--- src/design/soc_pkg.sv ---
`default_nettype none

package soc_pkg;

	// ====================================================================
	// Bus widths

	localparam int ADDR_W = 32;
	localparam int DATA_W = 32;

	// Address bits forwarded across the bridge
	localparam int BR_ADDR_W = 28;

	// Word offset inside a far peripheral, address bits 4 to 2
	localparam int REG_OFFSET_W = 3;

	// ====================================================================
	// Work RAM and system constants

	localparam int RAM_WORDS = 256;
	localparam int RAM_INDEX_W = $clog2(RAM_WORDS);

	localparam logic [DATA_W-1:0] CLOCK_FREQUENCY = 32'd100000000;
	localparam logic [DATA_W-1:0] DEVICE_ID = 32'd3;
	localparam logic [DATA_W-1:0] RAM_BYTES = 32'(RAM_WORDS * 4);

	localparam int IRQ_SOURCES = 4;
	localparam int LED_W = 8;

	// ====================================================================
	// Address decode and register maps

	// Near region, address bits 31 to 28
	typedef enum logic [3:0] {
		REGION_RAM    = 4'h2,
		REGION_BRIDGE = 4'h5
	} region_e;

	// Far device, address bits 27 to 24
	typedef enum logic [3:0] {
		DEV_TIMER  = 4'h5,
		DEV_PLIC   = 4'h8,
		DEV_SYSREG = 4'h9
	} far_dev_e;

	typedef enum logic [REG_OFFSET_W-1:0] {
		TIMER_COUNT   = 3'd0,
		TIMER_COMPARE = 3'd1,
		TIMER_CONTROL = 3'd2
	} timer_reg_e;

	typedef enum logic [REG_OFFSET_W-1:0] {
		PLIC_PENDING = 3'd0,
		PLIC_ENABLE  = 3'd1,
		PLIC_CLAIM   = 3'd2
	} plic_reg_e;

	typedef enum logic [REG_OFFSET_W-1:0] {
		SYS_DEVICE_ID = 3'd0,
		SYS_RAM_SIZE  = 3'd1,
		SYS_FREQUENCY = 3'd2,
		SYS_LEDS      = 3'd3
	} sysreg_e;

endpackage

`default_nettype wire
--- src/design/system_registers.sv ---
`timescale 1ns/100ps
`default_nettype none

module system_registers
	import soc_pkg::*;
(
	input wire i_clock,
	input wire i_rst,
	input wire i_request,
	input wire i_rw,
	input wire [REG_OFFSET_W-1:0] i_offset,
	input wire [DATA_W-1:0] i_wdata,
	output logic [DATA_W-1:0] o_rdata,
	output logic o_ready,
	output logic [LED_W-1:0] o_leds
);

	sysreg_e reg_sel;
	logic [LED_W-1:0] leds;

	assign reg_sel = sysreg_e'(i_offset);

	// Only the LED register is writable
	always_ff @(posedge i_clock) begin
		if (i_rst) begin
			leds <= '0;
		end else if (i_request && i_rw && reg_sel == SYS_LEDS) begin
			leds <= i_wdata[LED_W-1:0];
		end
	end

	always_comb begin
		case (reg_sel)
			SYS_DEVICE_ID: o_rdata = DEVICE_ID;
			SYS_RAM_SIZE: o_rdata = RAM_BYTES;
			SYS_FREQUENCY: o_rdata = CLOCK_FREQUENCY;
			SYS_LEDS: o_rdata = DATA_W'(leds);
			default: o_rdata = '0;
		endcase
	end

	assign o_ready = i_request;
	assign o_leds = leds;

endmodule

`default_nettype wire

--- config.mk ---
export PLATFORM = sky130hd
export DESIGN_NAME = system_registers
export DESIGN_NICKNAME = d
export VERILOG_FILES = /design/src/design/soc_pkg.sv /design/src/design/system_registers.sv
export SDC_FILE = /design/constraint.sdc
export NUM_CORES = 1
export LEC_CHECK = 0
export BUFFER_PORTS_ARGS = -buffer_cell sky130_fd_sc_hd__buf_2
export CAP_MARGIN = 5
export CORE_UTILIZATION = 34
export DETAILED_ROUTE_END_ITERATION = 8
export HOLD_SLACK_MARGIN = 0.15
export PLACE_DENSITY = 0.94
export SLEW_MARGIN = 20
export SYNTH_ARGS = -nofsm -noshare
export SYNTH_HDL_FRONTEND = slang
export SYNTH_SLANG_ARGS = --single-unit
export TNS_END_PERCENT = 50
--- constraint.sdc ---
create_clock -name i_clock -period 3 [get_ports i_clock]
set_input_delay 0.15 -clock i_clock [delete_from_list [all_inputs] [get_ports i_clock]]
set_output_delay 0.15 -clock i_clock [all_outputs]
set_load 0.05 [all_outputs]
==> impl_metrics.tcl <==
set metrics [dict create \
    rows 15 \
    numPortBuffers 44 \
    hold_class "primary input to flip-flop" \
    antenna_cells 0 \
    yosys.cell_types.count 14 \
    synth_compound_area_share_pct 1.566 \
    ys_ff_latch 8 \
    syn_area_um2 639.4 \
    grt_max_degree 17 \
    vias 526 \
    ys_top_cells_by_area "buf_4 27%, dfxtp_1 25%, nand2b_1 16%" \
    synth_simple_gate_area_share_pct 30.92 \
    final_antenna_net_count 0 \
    required_ns 2.85 \
    synth_top_flop_cell "dfxtp_1" \
    post-route-period-util_pct 51.13 \
    cp-startpoint "i_offset[0]" \
    drive_above_1_share_pct 53.33 \
    largest_reg_flops 8 \
    tritoncts "built" \
    n_fill_cell 181 \
    grt_pass1_wl_um 1628 \
    wl_um 1187 \
    setup_slack_ns 1.466 \
    firstDrtPassIters 2 \
    hold_viol 0 \
    multi_input_area_um2 329.1 \
    hp-start "i_wdata[6]" \
    clockBufferDepth 2 \
    seq_area_frac_synth_pct 25.05 \
    drc_errors 0 \
    cp_data_arrival_time_ns 1.38 \
    start_kind "primary input" \
    yosys.area_share.adder_pct 0 \
    slew_violations 0 \
    die_w_um 45.37 \
    synth-edff-count 0 \
    finalWeightedCongestion 0.6645 \
    worst_slew_pin_slew_ns 0.8428 \
    cts.sinks 8 \
    grt_use_total_pct 11.29 \
    worstPathCellList "buf_2 > nor3b_1 > buf_2" \
    ctsHoldBuffers 0 \
    die_h_um 45.37 \
    wl_per_cell_um 9.131 \
    power.density_mw_per_mm2 386.2 \
    muxShareOfSynthArea_pct 12.52 \
    cts_resized 0 \
    async_flop_share_pct 0 \
    critPathSlowestCell "nor3b_1" \
    clock_latency_ns 0.25 \
    preCtsSetupSlack_ns 1.444 \
    ys_warn_count 0 \
    dr.first_iter.drc_count 4 \
    crit_family "simple AND/OR/NAND/NOR gates" \
    overflow 0 \
    wl_met1_um 477 \
    crit_fanout 12 \
    p_leak_nw 0.4164 \
    ios 80 \
    dp_hpwl_um 975.1 \
    max_stage_delay_ns 0.70 \
    ys_top_cells_by_count "23 x buf_4, 16 x nand2b_1, 8 x dfxtp_1, 8 x mux2i_1, 6 x and2_2" \
    crit_type "primary input to output pin" \
    synthCells 73 \
    seq_area_um2 160.2 \
    root_buffer "clkbuf_4" \
    synth_xor_area_share_pct 0 \
    finalNonFillerCells 130 \
    grt_pass1_vias 406 \
    rr_startpoint "o_leds[0]$_SDFFE_PP0P_" \
    place_inst 127 \
    final-setup-viol-count 0 \
    period_minus_slack_ns 1.534 \
    synth_top_family_by_area "simple AND/OR/NAND/NOR gates" \
    top_layer "met3" \
    max_freq_mhz 651.9 \
    synth_most_common_cell "buf_4" \
    synth_top_area_share_pct 27.01 \
    clock_skew_ns 0 \
    cts_setup_buffers 0 \
    cp-end-kind "output pin" \
    synth_largest_area_cell "buf_4" \
    cts_inserted_buffers 3 \
    drv_cap 0 \
    initial_core_util_pct 36.63 \
    wl_met2_um 628 \
    syn_avg_cell_area_um2 8.758 \
    final_nets 146 \
    syn2layout_area_growth_pct 19.37 \
    fin_setup_tns_ns 0 \
    irDropWorstVdd_mv 0.1493 \
    core_mm2 0.001745 \
    htree_levels 1 \
    antenna_found_initial 0 \
    status "finished, final reports clean" \
    clkSlewWorstSetupHoldPaths_ns 0.06 \
    met3_length_um 81 \
    slew_headroom_pct 43.69 \
    crit_top_cell "buf_2" \
    dieArea_mm2 0.002058 \
    cp_num_buf_inv 2 \
    rsz0062_at_grt "no" \
    viasPerCell 4.046 \
]
[layout make-up]
type                            instances  area share, %
Tap cell                               25          4.098
Timing Repair Buffer                   44          28.85
Sequential cell                         8          20.98
Clock buffer                            3          2.951
Multi-Input combinational cell         50          43.11
[logic make-up after synthesis]
| kind of cell | after synthesis |
|---|---|
| simple gates | 29 |
| buf+inv | 25 |
| mux | 8 |
| flops | 8 |
| compound gates | 2 |
| other cells | 1 |
[per-stage QoR]
stage	util, %	hold slack [ns]	power, mW	instance area [um^2]
floorplan	-	0.3047	0.2126	676.9
global placement	42.44	0.4155	0.2123	740.7
detailed placement	42.44	0.4277	0.2138	740.7
CTS	43.73	0.1526	0.3000	763.2
global route	43.73	0.1536	0.3107	763.2
finish	43.73	0.1567	0.2948	763.2
[per-layer routing]
layer  vias up  track usage [%]
met5         -                0
met4         0            5.455
met3         0            3.600
met2        24            19.71
met1       238            12.20
li1        264                -
[final timing paths]
path	depth (start not counted)	end	slack, ns
setup / recovery	3	o_rdata[8]	1.47
hold / removal	3	o_leds[6]$_SDFFE_PP0P_	0.16
setup reg to reg	2	o_leds[0]$_SDFFE_PP0P_	2.40
hold reg to reg	2	o_leds[6]$_SDFFE_PP0P_	0.49
[report_power, final]
part	internal, mW	total (mW)	switching, mW
Sequential	0.108	0.109	0.000880
Combinational	0.0211	0.103	0.0817
Clock	0.0459	0.0834	0.0375
Total	0.175	0.295	0.120
[tightest hold or removal path, delay by kind of cell]
kind,cells,cell delay (ns)
buffers and inverters,1,0.10
AND/OR/NAND/NOR,1,0.06
multiplexers,1,0.06
[cells in the final DEF (no fill, tap or decap)]
cell      count
nor3b_1       2
nand3_1       2
and3b_2       1
and3_4        1
nand2b_1     16
and2_2        6
clkbuf_4      3
mux2i_1       8
a21oi_1       2
or2_2         1
buf_2        44
dfxtp_1       8
conb_1       11
No activity file was read; power rests on OpenSTA's default activity.
