File: src/design/soc_pkg.sv
`default_nettype none

package soc_pkg;

	// ====================================================================
	// Bus widths

	localparam int ADDR_W = 32;
	localparam int DATA_W = 32;

	// Address bits forwarded across the bridge
	localparam int BR_ADDR_W = 28;

	// Word offset inside a far peripheral, address bits 4 to 2
	localparam int REG_OFFSET_W = 3;

	// ====================================================================
	// Work RAM and system constants

	localparam int RAM_WORDS = 256;
	localparam int RAM_INDEX_W = $clog2(RAM_WORDS);

	localparam logic [DATA_W-1:0] CLOCK_FREQUENCY = 32'd100000000;
	localparam logic [DATA_W-1:0] DEVICE_ID = 32'd3;
	localparam logic [DATA_W-1:0] RAM_BYTES = 32'(RAM_WORDS * 4);

	localparam int IRQ_SOURCES = 4;
	localparam int LED_W = 8;

	// ====================================================================
	// Address decode and register maps

	// Near region, address bits 31 to 28
	typedef enum logic [3:0] {
		REGION_RAM    = 4'h2,
		REGION_BRIDGE = 4'h5
	} region_e;

	// Far device, address bits 27 to 24
	typedef enum logic [3:0] {
		DEV_TIMER  = 4'h5,
		DEV_PLIC   = 4'h8,
		DEV_SYSREG = 4'h9
	} far_dev_e;

	typedef enum logic [REG_OFFSET_W-1:0] {
		TIMER_COUNT   = 3'd0,
		TIMER_COMPARE = 3'd1,
		TIMER_CONTROL = 3'd2
	} timer_reg_e;

	typedef enum logic [REG_OFFSET_W-1:0] {
		PLIC_PENDING = 3'd0,
		PLIC_ENABLE  = 3'd1,
		PLIC_CLAIM   = 3'd2
	} plic_reg_e;

	typedef enum logic [REG_OFFSET_W-1:0] {
		SYS_DEVICE_ID = 3'd0,
		SYS_RAM_SIZE  = 3'd1,
		SYS_FREQUENCY = 3'd2,
		SYS_LEDS      = 3'd3
	} sysreg_e;

endpackage

`default_nettype wire
File: src/design/plic.sv
`timescale 1ns/100ps
`default_nettype none

module plic
	import soc_pkg::*;
(
	input wire i_clock,
	input wire i_rst,
	input wire [IRQ_SOURCES-1:0] i_irq_src,
	input wire i_request,
	input wire i_rw,
	input wire [REG_OFFSET_W-1:0] i_offset,
	input wire [DATA_W-1:0] i_wdata,
	output logic [DATA_W-1:0] o_rdata,
	output logic o_ready,
	output logic o_irq
);

	plic_reg_e reg_sel;
	logic write;
	logic [IRQ_SOURCES-1:0] pending;
	logic [IRQ_SOURCES-1:0] enable;
	logic [IRQ_SOURCES-1:0] active;
	logic [IRQ_SOURCES-1:0] clear;
	logic [DATA_W-1:0] claim_id;

	assign reg_sel = plic_reg_e'(i_offset);
	assign write = i_request && i_rw;
	assign active = pending & enable;

	// ====================================================================
	// Claim, lowest active source wins

	always_comb begin
		claim_id = '0;
		for (int i = IRQ_SOURCES - 1; i >= 0; i--) begin
			if (active[i]) begin
				claim_id = DATA_W'(i + 1);
			end
		end
	end

	// Completion, source number written to the claim register
	always_comb begin
		for (int k = 0; k < IRQ_SOURCES; k++) begin
			clear[k] = write && reg_sel == PLIC_CLAIM && i_wdata == DATA_W'(k);
		end
	end

	// A source held high keeps its pending bit set
	always_ff @(posedge i_clock) begin
		if (i_rst) begin
			pending <= '0;
			enable <= '0;
		end else begin
			pending <= (pending & ~clear) | i_irq_src;
			if (write && reg_sel == PLIC_ENABLE) begin
				enable <= i_wdata[IRQ_SOURCES-1:0];
			end
		end
	end

	always_comb begin
		case (reg_sel)
			PLIC_PENDING: o_rdata = DATA_W'(pending);
			PLIC_ENABLE: o_rdata = DATA_W'(enable);
			PLIC_CLAIM: o_rdata = claim_id;
			default: o_rdata = '0;
		endcase
	end

	assign o_ready = i_request;
	assign o_irq = |active;

	a_quiet_claim: assert property (@(posedge i_clock) disable iff (i_rst)
		!o_irq |-> (claim_id == '0))
		else $error("Claim value without a pending interrupt");

endmodule

`default_nettype wire

File: config.mk
export PLATFORM = sky130hd
export DESIGN_NAME = plic
export DESIGN_NICKNAME = d
export VERILOG_FILES = /design/src/design/soc_pkg.sv /design/src/design/plic.sv
export SDC_FILE = /design/constraint.sdc
export NUM_CORES = 1
export LEC_CHECK = 0
export BUFFER_PORTS_ARGS = -buffer_cell sky130_fd_sc_hd__buf_4
export CAP_MARGIN = 15
export CORE_MARGIN = 2
export CORE_UTILIZATION = 35
export CTS_CLUSTER_DIAMETER = 100
export DETAILED_ROUTE_END_ITERATION = 10
export HOLD_SLACK_MARGIN = 0.06
export PLACE_DENSITY = 0.79
export SYNTH_ARGS = -nofsm -noshare
export SYNTH_HDL_FRONTEND = slang
export SYNTH_SLANG_ARGS = --single-unit
File: constraint.sdc
create_clock -name i_clock -period 1.2 [get_ports i_clock]
set_input_delay 0.12 -clock i_clock [delete_from_list [all_inputs] [get_ports i_clock]]
set_output_delay 0.12 -clock i_clock [all_outputs]
set_load 0.05 [all_outputs]
==> run metrics <==
Critical Path Source Type flop; Crit. End Element output port; Leak between 0.0005 and 0.0006 µW; drt wl/cell approximately 11 µm; setup ws final -154 ps; Port-buffer cells 48; grt total ovfl 0; worst hold path class input pin to flop; Sw Ratio a little over two fifths; clock power share between 20 and 25%; sequential fraction of the synthesis area 20.9%; fillers about 180; largest net degree at the start of global routing 9; WHS Path Cells 2; Crit path largest cell delay roughly 350 ps; 1st-pass router iterations 4; Yosys Warn Count 0; drt via density about 4.5; worst-case reg-to-reg path depth 3; Cells after Synth 95; clock root cell clkbuf_4; Total Power 905 µW; core box area around 0.0020 mm²; reported net switching power ~380 µW; share of cells above drive strength 1 around 50%; Hold Buf Count CTS 0; Total GRT Usage roughly 15%; die width between 50 and 60 µm; most frequent cell after synthesis buf_4; Slew Limit Fails 0; post-synth cell types 24; Skew-Pair Late Insertion Delay 240 ps; top cell family by delay on the critical path flip-flops; asr flop ratio synth 0%; RSZ-0062 raised after global routing yes; Final Cycle Share 113%; Multi-input gate area 537 µm²; sequential power share between 30% and 40%; CP Class flop to output port; initial antenna violation count 0; Synth area leaders buf_4 28%, dfxtp_1 21%, mux2i_1 10%; Final Util about three fifths; Comb pwr share a little under half; Buf/Inv on CP 1; Main synth FF type dfxtp_1; area fraction of the dominant cell type after synthesis roughly 28%; top-level port count 77; Max IR drop VDD 0.000633 V; WP data arrival about 1200 ps; FP Rows 16; post-synth top area cell buf_4; Post-Syn Area per Cell around 8.0 µm²; Post-synth EDFFs 0; M1 WL between 700 and 800 µm; Detail Placement HPWL between 1500 and 2000 µm; Place WS -66.8 ps; # diodes 0; first-pass GRT wire length 2950 µm; Die Span Y 50.7 µm; synthesis-to-layout area growth 52.7%; Reg area about 180 µm²; Seq cells post-synth 8; largest fanout on the critical path 4; CTS max path bufs 2; Max Cap Viol 0; PD cells just under 800 mW/mm²; ordered list of cells on the worst path nand2_1, nand4_1, a21o_1, a21oi_4, buf_6; Synth Cell Area between 700 and 800 µm²; Starting Density about two fifths; critical-path cell with the highest stage delay dfxtp_4; WP data required between 1000 and 1500 ps; minimum clock period 1350 ps; internal cell power between 500 and 600 µW; Clock transition at path regs about 50 ps; CTS sink cnt 8; fmax 0.738 GHz; Nets 190; final hold vios 0; Final setup viols 4; Initial DRC Count 10; DR DRC count 0; skew final 0 ps; die area 0.00257 mm²; CTS tree built; Post-DRT Antenna Nets 0; status complete, but fails checks; Met3 Wirelength between 100 and 150 µm; critical path depth 5; Post-Route WL roughly 1900 µm; met2 WL 987 µm; H-tree Lvls 1; TritonCTS buffer count 3; failing checks negative setup slack; DR top layer met4; synth cell count leaders 29 x buf_4, 11 x nor2_1, 8 x dfxtp_1, 8 x mux2i_1, 6 x nand2_1; placer congestion estimate slightly above 0.8; vias in the first global route ~670; vias ~780
## placed cells by master (no fill, tap or decap), types with 2 or more instances in the layout
cell      synthesis  layout
nand3_2           0       2
mux2i_1           8       8
clkbuf_4          0       3
buf_6             0       5
conb_1            1      28
nor2_1           11      11
dfxtp_2           0       4
a31oi_1           2       2
nor3_2            1       2
nand2_1           6       6
a211oi_1          2       2
nor4_1            4       4
buf_4            29      45
nand4_1           4       4
dfxtp_4           0       3
o21bai_1          2       2
nor4_2            2       2
## repair_timing
action,in CTS,in global routing
resized for setup,12,6
gates cloned,0,0
endpoints found under the setup margin,4,5
pin swaps,7,4
buffers inserted,1,0
## state kept, by name (all words and copies together), names as in the netlist
register  count
pending       4
enable        4
## path summary, 6_finish.rpt
check | startpoint | endpoint | slack (ps)
max | pending[1]$_SDFF_PP0_ | o_rdata[0] | -150
min | i_rst | pending[3]$_SDFF_PP0_ | 80
max reg2reg | pending[1]$_SDFF_PP0_ | pending[1]$_SDFF_PP0_ | 430
min reg2reg | pending[0]$_SDFF_PP0_ | pending[0]$_SDFF_PP0_ | 520
## cell type report
cell class	instances	area share [%]
multi-input cells	83	46.0
repair buffers	50	33.8
flip-flops and latches	8	15.1
well taps	27	2.89
clock buffers	3	1.93
inverters	1	0.322
## kinds of logic after synthesis
| family | count (synthesis) | share of synthesized area (%) |
|---|---|---|
| flops | 8 | 20.9 |
| compound gates | 11 | 10.5 |
| simple gates | 36 | 28.0 |
| other cells | 1 | 0.491 |
| mux | 8 | 10.5 |
| buf+inv | 31 | 29.6 |
## stage by stage
step / setup TNS [ps] / hold WS [ps] / cells / area, µm²
detailed placement: -244 / 351 / 168 / 1090
floorplan: -230 / 192 / 122 / 908
global route: -882 / 74.0 / 172 / 1170
global placement: -29.4 / 345 / 168 / 1090
finish: -549 / 83.4 / 172 / 1170
CTS: -458 / 76.6 / 172 / 1150
## layer usage
layer | up-vias | GRT usage [%]
li1 | 387 | -
met5 | - | 0
met3 | 4 | 2.38
met2 | 37 | 25.7
met1 | 347 | 18.3
met4 | 0 | 8.11
## power groups by stage
stage	clock [µW]	sequential, µW	combinational (µW)
after floorplan	0	291	338
after global placement	0	294	404
after detailed placement	0	295	410
after CTS	208	291	417
after global routing	224	292	440
final	196	291	418
(Power assumes the default switching activity.)
