===== src/design/soc_pkg.sv =====
`default_nettype none

package soc_pkg;

	// ====================================================================
	// Bus widths

	localparam int ADDR_W = 32;
	localparam int DATA_W = 32;

	// Address bits forwarded across the bridge
	localparam int BR_ADDR_W = 28;

	// Word offset inside a far peripheral, address bits 4 to 2
	localparam int REG_OFFSET_W = 3;

	// ====================================================================
	// Work RAM and system constants

	localparam int RAM_WORDS = 256;
	localparam int RAM_INDEX_W = $clog2(RAM_WORDS);

	localparam logic [DATA_W-1:0] CLOCK_FREQUENCY = 32'd100000000;
	localparam logic [DATA_W-1:0] DEVICE_ID = 32'd3;
	localparam logic [DATA_W-1:0] RAM_BYTES = 32'(RAM_WORDS * 4);

	localparam int IRQ_SOURCES = 4;
	localparam int LED_W = 8;

	// ====================================================================
	// Address decode and register maps

	// Near region, address bits 31 to 28
	typedef enum logic [3:0] {
		REGION_RAM    = 4'h2,
		REGION_BRIDGE = 4'h5
	} region_e;

	// Far device, address bits 27 to 24
	typedef enum logic [3:0] {
		DEV_TIMER  = 4'h5,
		DEV_PLIC   = 4'h8,
		DEV_SYSREG = 4'h9
	} far_dev_e;

	typedef enum logic [REG_OFFSET_W-1:0] {
		TIMER_COUNT   = 3'd0,
		TIMER_COMPARE = 3'd1,
		TIMER_CONTROL = 3'd2
	} timer_reg_e;

	typedef enum logic [REG_OFFSET_W-1:0] {
		PLIC_PENDING = 3'd0,
		PLIC_ENABLE  = 3'd1,
		PLIC_CLAIM   = 3'd2
	} plic_reg_e;

	typedef enum logic [REG_OFFSET_W-1:0] {
		SYS_DEVICE_ID = 3'd0,
		SYS_RAM_SIZE  = 3'd1,
		SYS_FREQUENCY = 3'd2,
		SYS_LEDS      = 3'd3
	} sysreg_e;

endpackage

`default_nettype wire

===== src/design/timer.sv =====
`timescale 1ns/100ps
`default_nettype none

module timer
	import soc_pkg::*;
(
	input wire i_clock,
	input wire i_rst,
	input wire i_request,
	input wire i_rw,
	input wire [REG_OFFSET_W-1:0] i_offset,
	input wire [DATA_W-1:0] i_wdata,
	output logic [DATA_W-1:0] o_rdata,
	output logic o_ready,
	output logic o_irq
);

	timer_reg_e reg_sel;
	logic write;
	logic [DATA_W-1:0] count;
	logic [DATA_W-1:0] compare;
	logic enable;

	assign reg_sel = timer_reg_e'(i_offset);
	assign write = i_request && i_rw;

	// A count write takes priority over the increment
	always_ff @(posedge i_clock) begin
		if (i_rst) begin
			count <= '0;
			compare <= '0;
			enable <= 1'b0;
		end else begin
			if (write && reg_sel == TIMER_COUNT) begin
				count <= i_wdata;
			end else if (enable) begin
				count <= count + DATA_W'(1);
			end
			if (write && reg_sel == TIMER_COMPARE) begin
				compare <= i_wdata;
			end
			if (write && reg_sel == TIMER_CONTROL) begin
				enable <= i_wdata[0];
			end
		end
	end

	// Read mux
	always_comb begin
		case (reg_sel)
			TIMER_COUNT: o_rdata = count;
			TIMER_COMPARE: o_rdata = compare;
			TIMER_CONTROL: o_rdata = DATA_W'(enable);
			default: o_rdata = '0;
		endcase
	end

	assign o_ready = i_request;

	// Level interrupt, held until compare moves or the timer stops
	assign o_irq = enable && (count >= compare);

endmodule

`default_nettype wire


===== config.mk =====
export PLATFORM = sky130hd
export DESIGN_NAME = timer
export DESIGN_NICKNAME = d
export VERILOG_FILES = /design/src/design/soc_pkg.sv /design/src/design/timer.sv
export SDC_FILE = /design/constraint.sdc
export NUM_CORES = 1
export LEC_CHECK = 0
export BUFFER_PORTS_ARGS = -buffer_cell sky130_fd_sc_hd__buf_2
export CORE_UTILIZATION = 35
export CTS_CLUSTER_DIAMETER = 50
export DETAILED_ROUTE_END_ITERATION = 8
export PLACE_DENSITY = 0.57
export SYNTH_ARGS = -nofsm -noshare
export SYNTH_HDL_FRONTEND = slang
export SYNTH_SLANG_ARGS = --single-unit

===== constraint.sdc =====
create_clock -name i_clock -period 3.05 [get_ports i_clock]
set_input_delay 0.61 -clock i_clock [delete_from_list [all_inputs] [get_ports i_clock]]
set_output_delay 0.61 -clock i_clock [all_outputs]
set_load 0.1 [all_outputs]

==> impl_results.md <==
* Crit-path max FO at 3
* Worst Path Required at 2.44 ns
* Cell Rows at 38
* Setup TNS at 0 ns
* CTS clk-pin slew, worst paths at 0.05 ns
* DRT antenna net count at 0
* Worst slew margin at 51.7%
* Clk_lat worst skew at 0.33 ns
* Post-DP Area at 5020 um^2
* Worst Max-Slew Pin Slew at 0.724 ns
* Seq cells post-synth at 65
* DRC Markers at 0
* Period utilisation layout at 96.3%
* Clock Sinks at 65
* Post-Syn Instances at 504
* Max-cap violations at 0
* H-tree lvl count at 3
* P_sw at 532 uW
* Worst Skew at 0.00553 ns
* Largest net degree at the start of global routing at 66
* Synth-to-Final Area Change at 34.3%
* Combinational fraction of design power at 10.0%
* Grt total ovfl at 0
* Leakage at 0.00204 uW
* Post-synth EDFFs at 0
* Vias in the first global route at 3,623
* Pwr Density at 410 nW/um^2
* Total number of yosys warnings at 0
* R2R Setup Slk at 0.88 ns
* Clk network pwr share at 50.3%
* Vias at 3,790
* Slowest stage delay, CP at 0.37 ns
* Hold Crit Depth at 2
* RR Startpoint: enable$_SDFFE_PP0P_
* Routability cong. at 0.793
* DP HPWL at 7.23 mm
* Via density per instance at 5.32
* IO Pins at 73
* Gr usage total at 19.0%
* Hold Crit Start: compare[4]$_SDFFE_PP0P_
* Critical path arrival at 2.33 ns
* Asr flop ratio synth at 0%
* Max frequency at 340 MHz
* Slew Limit Fails at 0
* Reg2Reg Depth at 5
* Cts hold-fix bufs at 0
* CP startpoint kind: flop
* Critical path class: flop to primary output
* CTS tree: built
* Final nets at 640
* Prevailing post-synth register cell: dfxtp_1
* Sequential power share at 39.7%
* First-pass GRT wire length at 17.7 mm
* Fillers at 1,046
* Postcts setup bufs at 0
* CORE AREA at 11,000 um^2
* M1 GR Usage at 26.1%
* Hold_ws at 0.467 ns
* Overall die height at 110 um
* Seq/Total Area, Yosys at 32.2%
* Busiest layer in global routing: met2
* Root buffer cell: clkbuf_16
* Switching portion of total power at 23.9%
* Final wirelength at 10.8 mm
* Cell family with most CP delay: compound AO/OA/AOI/OAI gates
* Synthesized area per cell at 8.03 um^2
* # diodes at 0
* Initial antenna violation count at 0
* Grt met3 use at 3.26%
* CP max-delay cell: a2111oi_4
* R2R Path End: count[31]$_SDFFE_PP0P_
* Die area at 12,000 um^2
* Design Power at 2230 uW
* Post-Syn Area at 4050 um^2
* Port bufs at 72
* CP endpoint kind: primary output
* Pint at 1700 uW
* Post-route cell area at 5430 um^2
* Share of post-route cells with drive strength above 1 at 21.8%
* Clock buffer depth at 2
* Setup WS post-layout at 0.111 ns
* Die width at 110 um
* Fin. Hold Viols at 0
* DRT iter0 DRCs at 167
* Status: finished clean
* Crit path time final at 2.94 ns
* DR pass1 iterations at 5
* Worst Hold Endpoint: compare[4]$_SDFFE_PP0P_
* CP bufs+invs at 3
* Hold Crit Class: flop to flop
* Pre-CTS setup slack at -0.133 ns
* # setup viols final at 0
* Critical path cell sequence: inv_1 -> ha_1 -> a21o_1 -> a211oi_2 -> o21ai_2 -> a2111oi_4 -> buf_4 -> o21ai_4 -> buf_12
* Library cells used by synthesis at 44
* Synthesized Nets at 576
* Worst ir drop on vdd at 205 uV
* Mean routed wirelength per cell at 15.2 um
* CTS Buf Count at 9
* Met2 usage at 30.7%
* Starting density of the core at 36.7%
tightest hold or removal path: stages, from the launching register on:
cell and delay (ns):
dfxtp_1 0.31, nand2_1 0.05, a21oi_1 0.05
repair_timing:
item | in CTS | in global routing
endpoints found under the setup margin | 1 | 1
endpoints found under the hold margin | 0 | 0
pin swaps | 3 | 5
resized for setup | 7 | 13
layout make-up:
class | instances | area (um^2) | share of cell area, %
timing repair buffer | 82 | 916 | 16.9
multi-input combinational | 372 | 2570 | 47.3
clock buffer | 12 | 246 | 4.54
sequential | 65 | 1310 | 24.0
tap | 140 | 175 | 3.22
inverter | 38 | 143 | 2.63
clock inverter | 4 | 76.3 | 1.40
metrics by stage:
stage / instances / utilization, %
detailed placement: 697 / 45.5
global route: 713 / 49.3
finish: 713 / 49.3
CTS: 713 / 48.6
global placement: 697 / 45.5
floorplan: 504 / -
cell usage after synthesis (2+ instances only):
cell type | count | share of area [%]
nand2_1 | 82 | 7.6
dfxtp_1 | 65 | 32
a21oi_1 | 41 | 5.1
nor2_1 | 41 | 3.8
inv_1 | 38 | 3.5
ha_1 | 33 | 10
a22o_1 | 30 | 6.5
a211oi_1 | 26 | 4.8
clkbuf_1 | 22 | 2.0
xor2_1 | 15 | 3.2
nand3_1 | 13 | 1.6
nand4_1 | 13 | 2.0
o21ai_0 | 12 | 1.5
xnor2_1 | 9 | 1.9
a311oi_1 | 7 | 1.5
or3_1 | 7 | 1.1
and4_1 | 4 | 0.87
nor4_2 | 4 | 1.2
a21o_1 | 3 | 0.56
buf_2 | 3 | 0.37
buf_4 | 3 | 0.56
mux2i_1 | 3 | 0.74
nand4_4 | 3 | 1.6
nor3_1 | 3 | 0.37
o21a_1 | 3 | 0.56
a2111oi_0 | 2 | 0.43
and2_1 | 2 | 0.31
worst max path at each step:
stage | to | cells after the start | from | slack [ns]
2_1_floorplan | o_irq | 7 | count[0]$_SDFFE_PP0P_ | 0.22
4_1_cts | o_irq | 9 | count[0]$_SDFFE_PP0P_ | 0.04
3_3_place_gp | o_irq | 9 | count[0]$_SDFFE_PP0P_ | -0.13
5_1_grt | o_irq | 9 | compare[6]$_SDFFE_PP0P_ | -0.03
6_report | o_irq | 9 | compare[6]$_SDFFE_PP0P_ | 0.11
3_5_place_dp | o_irq | 9 | count[0]$_SDFFE_PP0P_ | -0.13
flip-flops by register name, indices dropped and copies added (netlist names):
name / count
enable: 1
count: 32
compare: 32
metal layers:
layer | up-vias | wire [um]
met5 | - | 0
met3 | 7 | 541
met2 | 104 | 5060
li1 | 1922 | -
met4 | 0 | 87
met1 | 1757 | 5140
cells in the final DEF (no fill, tap or decap), types with 4 or more instances in the layout:
master / count
nor4_2: 4
and4_1: 4
a22o_1: 30
xor2_1: 15
buf_4: 10
nand3_1: 12
xnor2_1: 9
inv_1: 37
or3_1: 7
buf_12: 32
o21ai_0: 10
nand2_1: 82
buf_2: 40
a311oi_1: 7
clkbuf_16: 9
dfxtp_1: 62
a21oi_1: 41
a211oi_1: 25
nand4_1: 13
nor2_1: 41
ha_1: 32
power by group through the flow:
stage	logic (uW)	clock network, uW	registers, uW
floorplan	122	0	898
global placement	202	0	901
detailed placement	204	0	902
CTS	212	1140	883
global route	245	1170	887
finish	223	1120	884
cells by family after synthesis:
family,after synthesis,share of synthesized area [%]
buf+inv,67,6.59
xor+xnor,24,5.20
compound gates,131,22.5
simple gates,181,22.6
mux,3,0.742
fa+ha+maj,33,10.2
flops,65,32.2
(Power assumes the default switching activity.)
