### src/design/soc_pkg.sv
`default_nettype none

package soc_pkg;

	// ====================================================================
	// Bus widths

	localparam int ADDR_W = 32;
	localparam int DATA_W = 32;

	// Address bits forwarded across the bridge
	localparam int BR_ADDR_W = 28;

	// Word offset inside a far peripheral, address bits 4 to 2
	localparam int REG_OFFSET_W = 3;

	// ====================================================================
	// Work RAM and system constants

	localparam int RAM_WORDS = 256;
	localparam int RAM_INDEX_W = $clog2(RAM_WORDS);

	localparam logic [DATA_W-1:0] CLOCK_FREQUENCY = 32'd100000000;
	localparam logic [DATA_W-1:0] DEVICE_ID = 32'd3;
	localparam logic [DATA_W-1:0] RAM_BYTES = 32'(RAM_WORDS * 4);

	localparam int IRQ_SOURCES = 4;
	localparam int LED_W = 8;

	// ====================================================================
	// Address decode and register maps

	// Near region, address bits 31 to 28
	typedef enum logic [3:0] {
		REGION_RAM    = 4'h2,
		REGION_BRIDGE = 4'h5
	} region_e;

	// Far device, address bits 27 to 24
	typedef enum logic [3:0] {
		DEV_TIMER  = 4'h5,
		DEV_PLIC   = 4'h8,
		DEV_SYSREG = 4'h9
	} far_dev_e;

	typedef enum logic [REG_OFFSET_W-1:0] {
		TIMER_COUNT   = 3'd0,
		TIMER_COMPARE = 3'd1,
		TIMER_CONTROL = 3'd2
	} timer_reg_e;

	typedef enum logic [REG_OFFSET_W-1:0] {
		PLIC_PENDING = 3'd0,
		PLIC_ENABLE  = 3'd1,
		PLIC_CLAIM   = 3'd2
	} plic_reg_e;

	typedef enum logic [REG_OFFSET_W-1:0] {
		SYS_DEVICE_ID = 3'd0,
		SYS_RAM_SIZE  = 3'd1,
		SYS_FREQUENCY = 3'd2,
		SYS_LEDS      = 3'd3
	} sysreg_e;

endpackage

`default_nettype wire
### src/design/bus_bridge.sv
`timescale 1ns/100ps
`default_nettype none

module bus_bridge
	import soc_pkg::*;
(
	input wire i_clock,
	input wire i_rst,

	// Near side
	input wire i_request,
	input wire i_rw,
	input wire [BR_ADDR_W-1:0] i_address,
	input wire [DATA_W-1:0] i_wdata,
	output logic [DATA_W-1:0] o_rdata,
	output logic o_ready,

	// Far side
	output logic o_timer_request,
	output logic o_plic_request,
	output logic o_sys_request,
	output logic o_far_rw,
	output logic [REG_OFFSET_W-1:0] o_far_offset,
	output logic [DATA_W-1:0] o_far_wdata,
	input wire [DATA_W-1:0] i_timer_rdata,
	input wire i_timer_ready,
	input wire [DATA_W-1:0] i_plic_rdata,
	input wire i_plic_ready,
	input wire [DATA_W-1:0] i_sys_rdata,
	input wire i_sys_ready
);

	logic req_q;
	logic rw_q;
	far_dev_e dev_q;
	logic [REG_OFFSET_W-1:0] offset_q;
	logic [DATA_W-1:0] wdata_q;

	logic [DATA_W-1:0] far_rdata;
	logic far_ready;
	logic [DATA_W-1:0] rdata_q;
	logic ready_q;
	logic busy;

	// ====================================================================
	// Near request capture

	always_ff @(posedge i_clock) begin
		if (i_rst) begin
			req_q <= 1'b0;
		end else begin
			req_q <= i_request;
		end
	end

	always_ff @(posedge i_clock) begin
		if (i_request) begin
			rw_q <= i_rw;
			dev_q <= far_dev_e'(i_address[BR_ADDR_W-1 -: $bits(far_dev_e)]);
			offset_q <= i_address[4:2];
			wdata_q <= i_wdata;
		end
	end

	assign o_far_rw = rw_q;
	assign o_far_offset = offset_q;
	assign o_far_wdata = wdata_q;

	// ====================================================================
	// Device decode and return mux

	always_comb begin
		o_timer_request = 1'b0;
		o_plic_request = 1'b0;
		o_sys_request = 1'b0;
		far_rdata = '0;
		// Unmapped devices answer by themselves
		far_ready = req_q;
		case (dev_q)
			DEV_TIMER: begin
				o_timer_request = req_q;
				far_rdata = i_timer_rdata;
				far_ready = i_timer_ready;
			end
			DEV_PLIC: begin
				o_plic_request = req_q;
				far_rdata = i_plic_rdata;
				far_ready = i_plic_ready;
			end
			DEV_SYSREG: begin
				o_sys_request = req_q;
				far_rdata = i_sys_rdata;
				far_ready = i_sys_ready;
			end
			default: ;
		endcase
	end

	// Registered return towards the near bus
	always_ff @(posedge i_clock) begin
		rdata_q <= (far_ready && !rw_q) ? far_rdata : '0;
	end

	always_ff @(posedge i_clock) begin
		if (i_rst) begin
			ready_q <= 1'b0;
			busy <= 1'b0;
		end else begin
			ready_q <= far_ready;
			if (i_request) begin
				busy <= 1'b1;
			end else if (ready_q) begin
				busy <= 1'b0;
			end
		end
	end

	assign o_rdata = rdata_q;
	assign o_ready = ready_q;

	a_no_overlap: assert property (@(posedge i_clock) disable iff (i_rst)
		i_request |-> !busy)
		else $error("Near request while bridge busy");

	// Far devices answer in the strobe cycle
	a_far_answer: assert property (@(posedge i_clock) disable iff (i_rst)
		req_q |-> far_ready)
		else $error("Far device did not answer its strobe");

endmodule

`default_nettype wire

### config.mk
export PLATFORM = sky130hd
export DESIGN_NAME = bus_bridge
export DESIGN_NICKNAME = d
export VERILOG_FILES = /design/src/design/soc_pkg.sv /design/src/design/bus_bridge.sv
export SDC_FILE = /design/constraint.sdc
export NUM_CORES = 1
export LEC_CHECK = 0
export ABC_CLOCK_PERIOD_IN_PS = 2750
export CAP_MARGIN = 15
export CORE_AREA = 2 2 90 92
export CTS_BUF_LIST = sky130_fd_sc_hd__clkbuf_2
export DETAILED_ROUTE_END_ITERATION = 8
export DIE_AREA = 0 0 92 94
export DONT_BUFFER_PORTS = 1
export HOLD_SLACK_MARGIN = 0.05
export PLACE_DENSITY_LB_ADDON = 0.2
export SLEW_MARGIN = 40
export SYNTH_ARGS = -nofsm -noshare
export SYNTH_HDL_FRONTEND = slang
export SYNTH_SLANG_ARGS = --single-unit
### constraint.sdc
create_clock -name i_clock -period 2.75 [get_ports i_clock]
set_input_delay 0.55 -clock i_clock [delete_from_list [all_inputs] [get_ports i_clock]]
set_output_delay 0.55 -clock i_clock [all_outputs]
set_load 0.1 [all_outputs]
==> results_dict.tcl <==
set metrics [dict create \
    outcome "finished clean" \
    root_buffer "clkbuf_2" \
    syn2layout_area_growth_pct 23.0 \
    powerDensity_nw_per_um2 706 \
    dieArea_um2 8650 \
    syn_nets 370 \
    dp_cells 309 \
    hold_path_class "input port to register" \
    maxSlewViolCount 0 \
    grt_pass1_wl_mm 8.94 \
    post-dp-hpwl_mm 4.89 \
    yosysSeqAreaShare_pct 66.6 \
    crit_slowest_cell "edfxtp_1" \
    final_nets 399 \
    cts_sinks 74 \
    synth.cell_area_um2 2830 \
    crit_type "register to output pin" \
    antenna_found_initial 1 \
    port_buffers 0 \
    clk_latency_ns 0.49 \
    hold_viol_final 0 \
    drc_errors 0 \
    die_height_um 94 \
    tightest_slew_ns 0.907 \
    slew_headroom_pct 39.7 \
    ys.warnings.count 0 \
    grt_setup_unrepaired "no" \
    grt_overflow 0 \
    routed_via_density 5.42 \
    holdCritStartpoint "i_rst" \
    gp_congestion 0.638 \
    intPower_mw 1.58 \
    setup_slack_ns 0.199 \
    layout_commonest_cell "edfxtp_1" \
    cpPeakStageDelay_ns 0.48 \
    worstPathCellList "nor2b_4, buf_4, and3_1, buf_4" \
    ant_nets 0 \
    synthDistinctLibCells 23 \
    min_period_ns 2.55 \
    maxCapViolCount 0 \
    crit_fanout 33 \
    finClkSkew_ns 0.0135 \
    core_area_um2 7610 \
    p_switching_uw 873 \
    end_kind "output pin" \
    setup_viol 0 \
    io_pins 235 \
    synth_top_cell_by_area "edfxtp_1" \
    clockBufferDepth 2 \
    critPathLaunchType "register" \
    diodes 0 \
    num_vias 1859 \
    swShare_pct 35.6 \
    total_power_mw 2.45 \
    stdcell_count 343 \
    final.setup.tns_ns 0 \
    routed_wl_mm 6.74 \
    clk_pin_slew_worst_paths_ns 0.19 \
    die_width_um 92 \
    cts_tree "done" \
    timing.rr.start "dev_q[3]$_DFFE_PP_" \
    cp.arrival_ns 2.00 \
    fp-row-count 32 \
    track_usage_pct 13.9 \
    cpLargestDelayFamily "buffers and inverters" \
    start_util_pct 37.1 \
    drive_gt1_share_pct 34.0 \
    crit_start "dev_q[2]$_DFFE_PP_" \
    cts-htree-levels 3 \
    clkPwrFrac_pct 23.5 \
    fin_crit_sh_pct 92.8 \
    crit_top_cell "buf_4" \
    netlist_instances 207 \
    wire_per_inst_um 19.6 \
    dr.first_iter.drc_count 57 \
    pre_cts_slack_ns 0.728 \
    pwr-share-comb_pct 14.3 \
    crit_buf_inv 2 \
    grt_pass1_vias 1623 \
    final_cell_mix "40 x edfxtp_1, 33 x a22oi_1, 33 x dfxtp_2" \
    yosysTopAreaCellShare_pct 42.5 \
    yosys-top-cells-area "edfxtp_1 43%, dfxtp_1 24%, a22o_1 9.9%" \
    ir_drop_v 0.000194 \
    seq_power_share_pct 62.2 \
    power_leakage_nw 1.25 \
    synth_seq_cells 74 \
    numCtsBuffers 9 \
    max_freq_mhz 392 \
    hold_ws_ns 0.123 \
    grt_max_degree 42 \
    cp.required_ns 2.20 \
    avgSynthCellArea_um2 13.6 \
    drtPass1Iterations 4 \
]
## final cells by class
| class | instances | area [um^2] |
|---|---|---|
| Clock buffer | 10 | 50.0 |
| Clock inverter | 6 | 58.8 |
| Fill cell | 711 | 4130 |
| Inverter | 3 | 11.3 |
| Multi-Input combinational cell | 113 | 808 |
| Sequential cell | 74 | 1920 |
| Tap cell | 102 | 128 |
| Timing Repair Buffer | 35 | 495 |
## timing repair
item | 4_1_cts | 5_1_grt
hold buffers | 1 | 12
setup buffers | 0 | 0
endpoints found under the setup margin | 0 | 0
hold endpoints to repair | 1 | 12
resized for setup | 0 | 0
## power by group through the flow
stage               clock [mW]  combinational, mW  sequential (mW)
floorplan                    0              0.145             1.65
detailed placement           0              0.266             1.59
CTS                      0.612              0.267             1.57
finish                   0.577              0.350             1.53
global placement             0              0.166             1.65
global route             0.648              0.371             1.53
## logic make-up (layout without fill, tap and decap cells)
logic type	count (synthesis)	after routing	share of synthesized area, %
flip-flops	74	74	66.6
AND/OR/NAND/NOR	44	44	7.84
buffers and inverters	20	54	4.96
AO/OA/AOI/OAI	69	69	20.6
## synthesized netlist by cell type, drive strengths merged
cell,count
and3,2
inv,3
buf,13
o21ai,1
a22o,32
and3b,1
and2,1
nor3b,1
nor2b,3
a31o,1
a22oi,33
o211ai,1
nor2,34
nand2b,1
o31a,1
edfxtp,40
dfxtp,34
nand2,1
clkbuf,4
## metal layers
metal | wire length (um) | up-vias | part of all wire, % | global-route usage, %
met3 | 725 | 10 | 11 | 6.42
met4 | 123 | 0 | 1.8 | 7.84
met1 | 2370 | 882 | 35 | 14.5
met5 | 0 | - | 0 | 0
li1 | - | 846 | - | -
met2 | 3520 | 121 | 52 | 23.2
## metrics by stage
step | instance area (um^2) | utilization, %
6_report | 3470 | 45.7
5_1_grt | 3470 | 45.7
4_1_cts | 3230 | 42.4
3_5_place_dp | 3110 | 40.9
3_3_place_gp | 2910 | 38.2
2_1_floorplan | 2830 | -
## flip-flops by register name (all words and copies together) (netlist names)
register,cells
o_far_wdata,32
o_rdata,32
dev_q,4
o_far_offset,3
o_far_rw,1
o_ready,1
req_q,1
## worst register-to-register path, stage by stage, from the launching register on
cell and delay, ns:
edfxtp_1 0.47, nor2b_4 0.17, a31o_4 0.25, o211ai_4 0.42
buf_8 0.24, nor2_1 0.07
## final timing paths
kind / endpoint / slack [ns] / depth (start not counted)
min reg2reg: o_rdata[30]$_SDFF_PN0_ / 0.73 / 3
max reg2reg: o_rdata[0]$_SDFF_PN0_ / 1.05 / 5
min: req_q$_SDFF_PP0_ / 0.12 / 1
max: o_sys_request / 0.20 / 4
No activity file was read; power rests on OpenSTA's default activity.
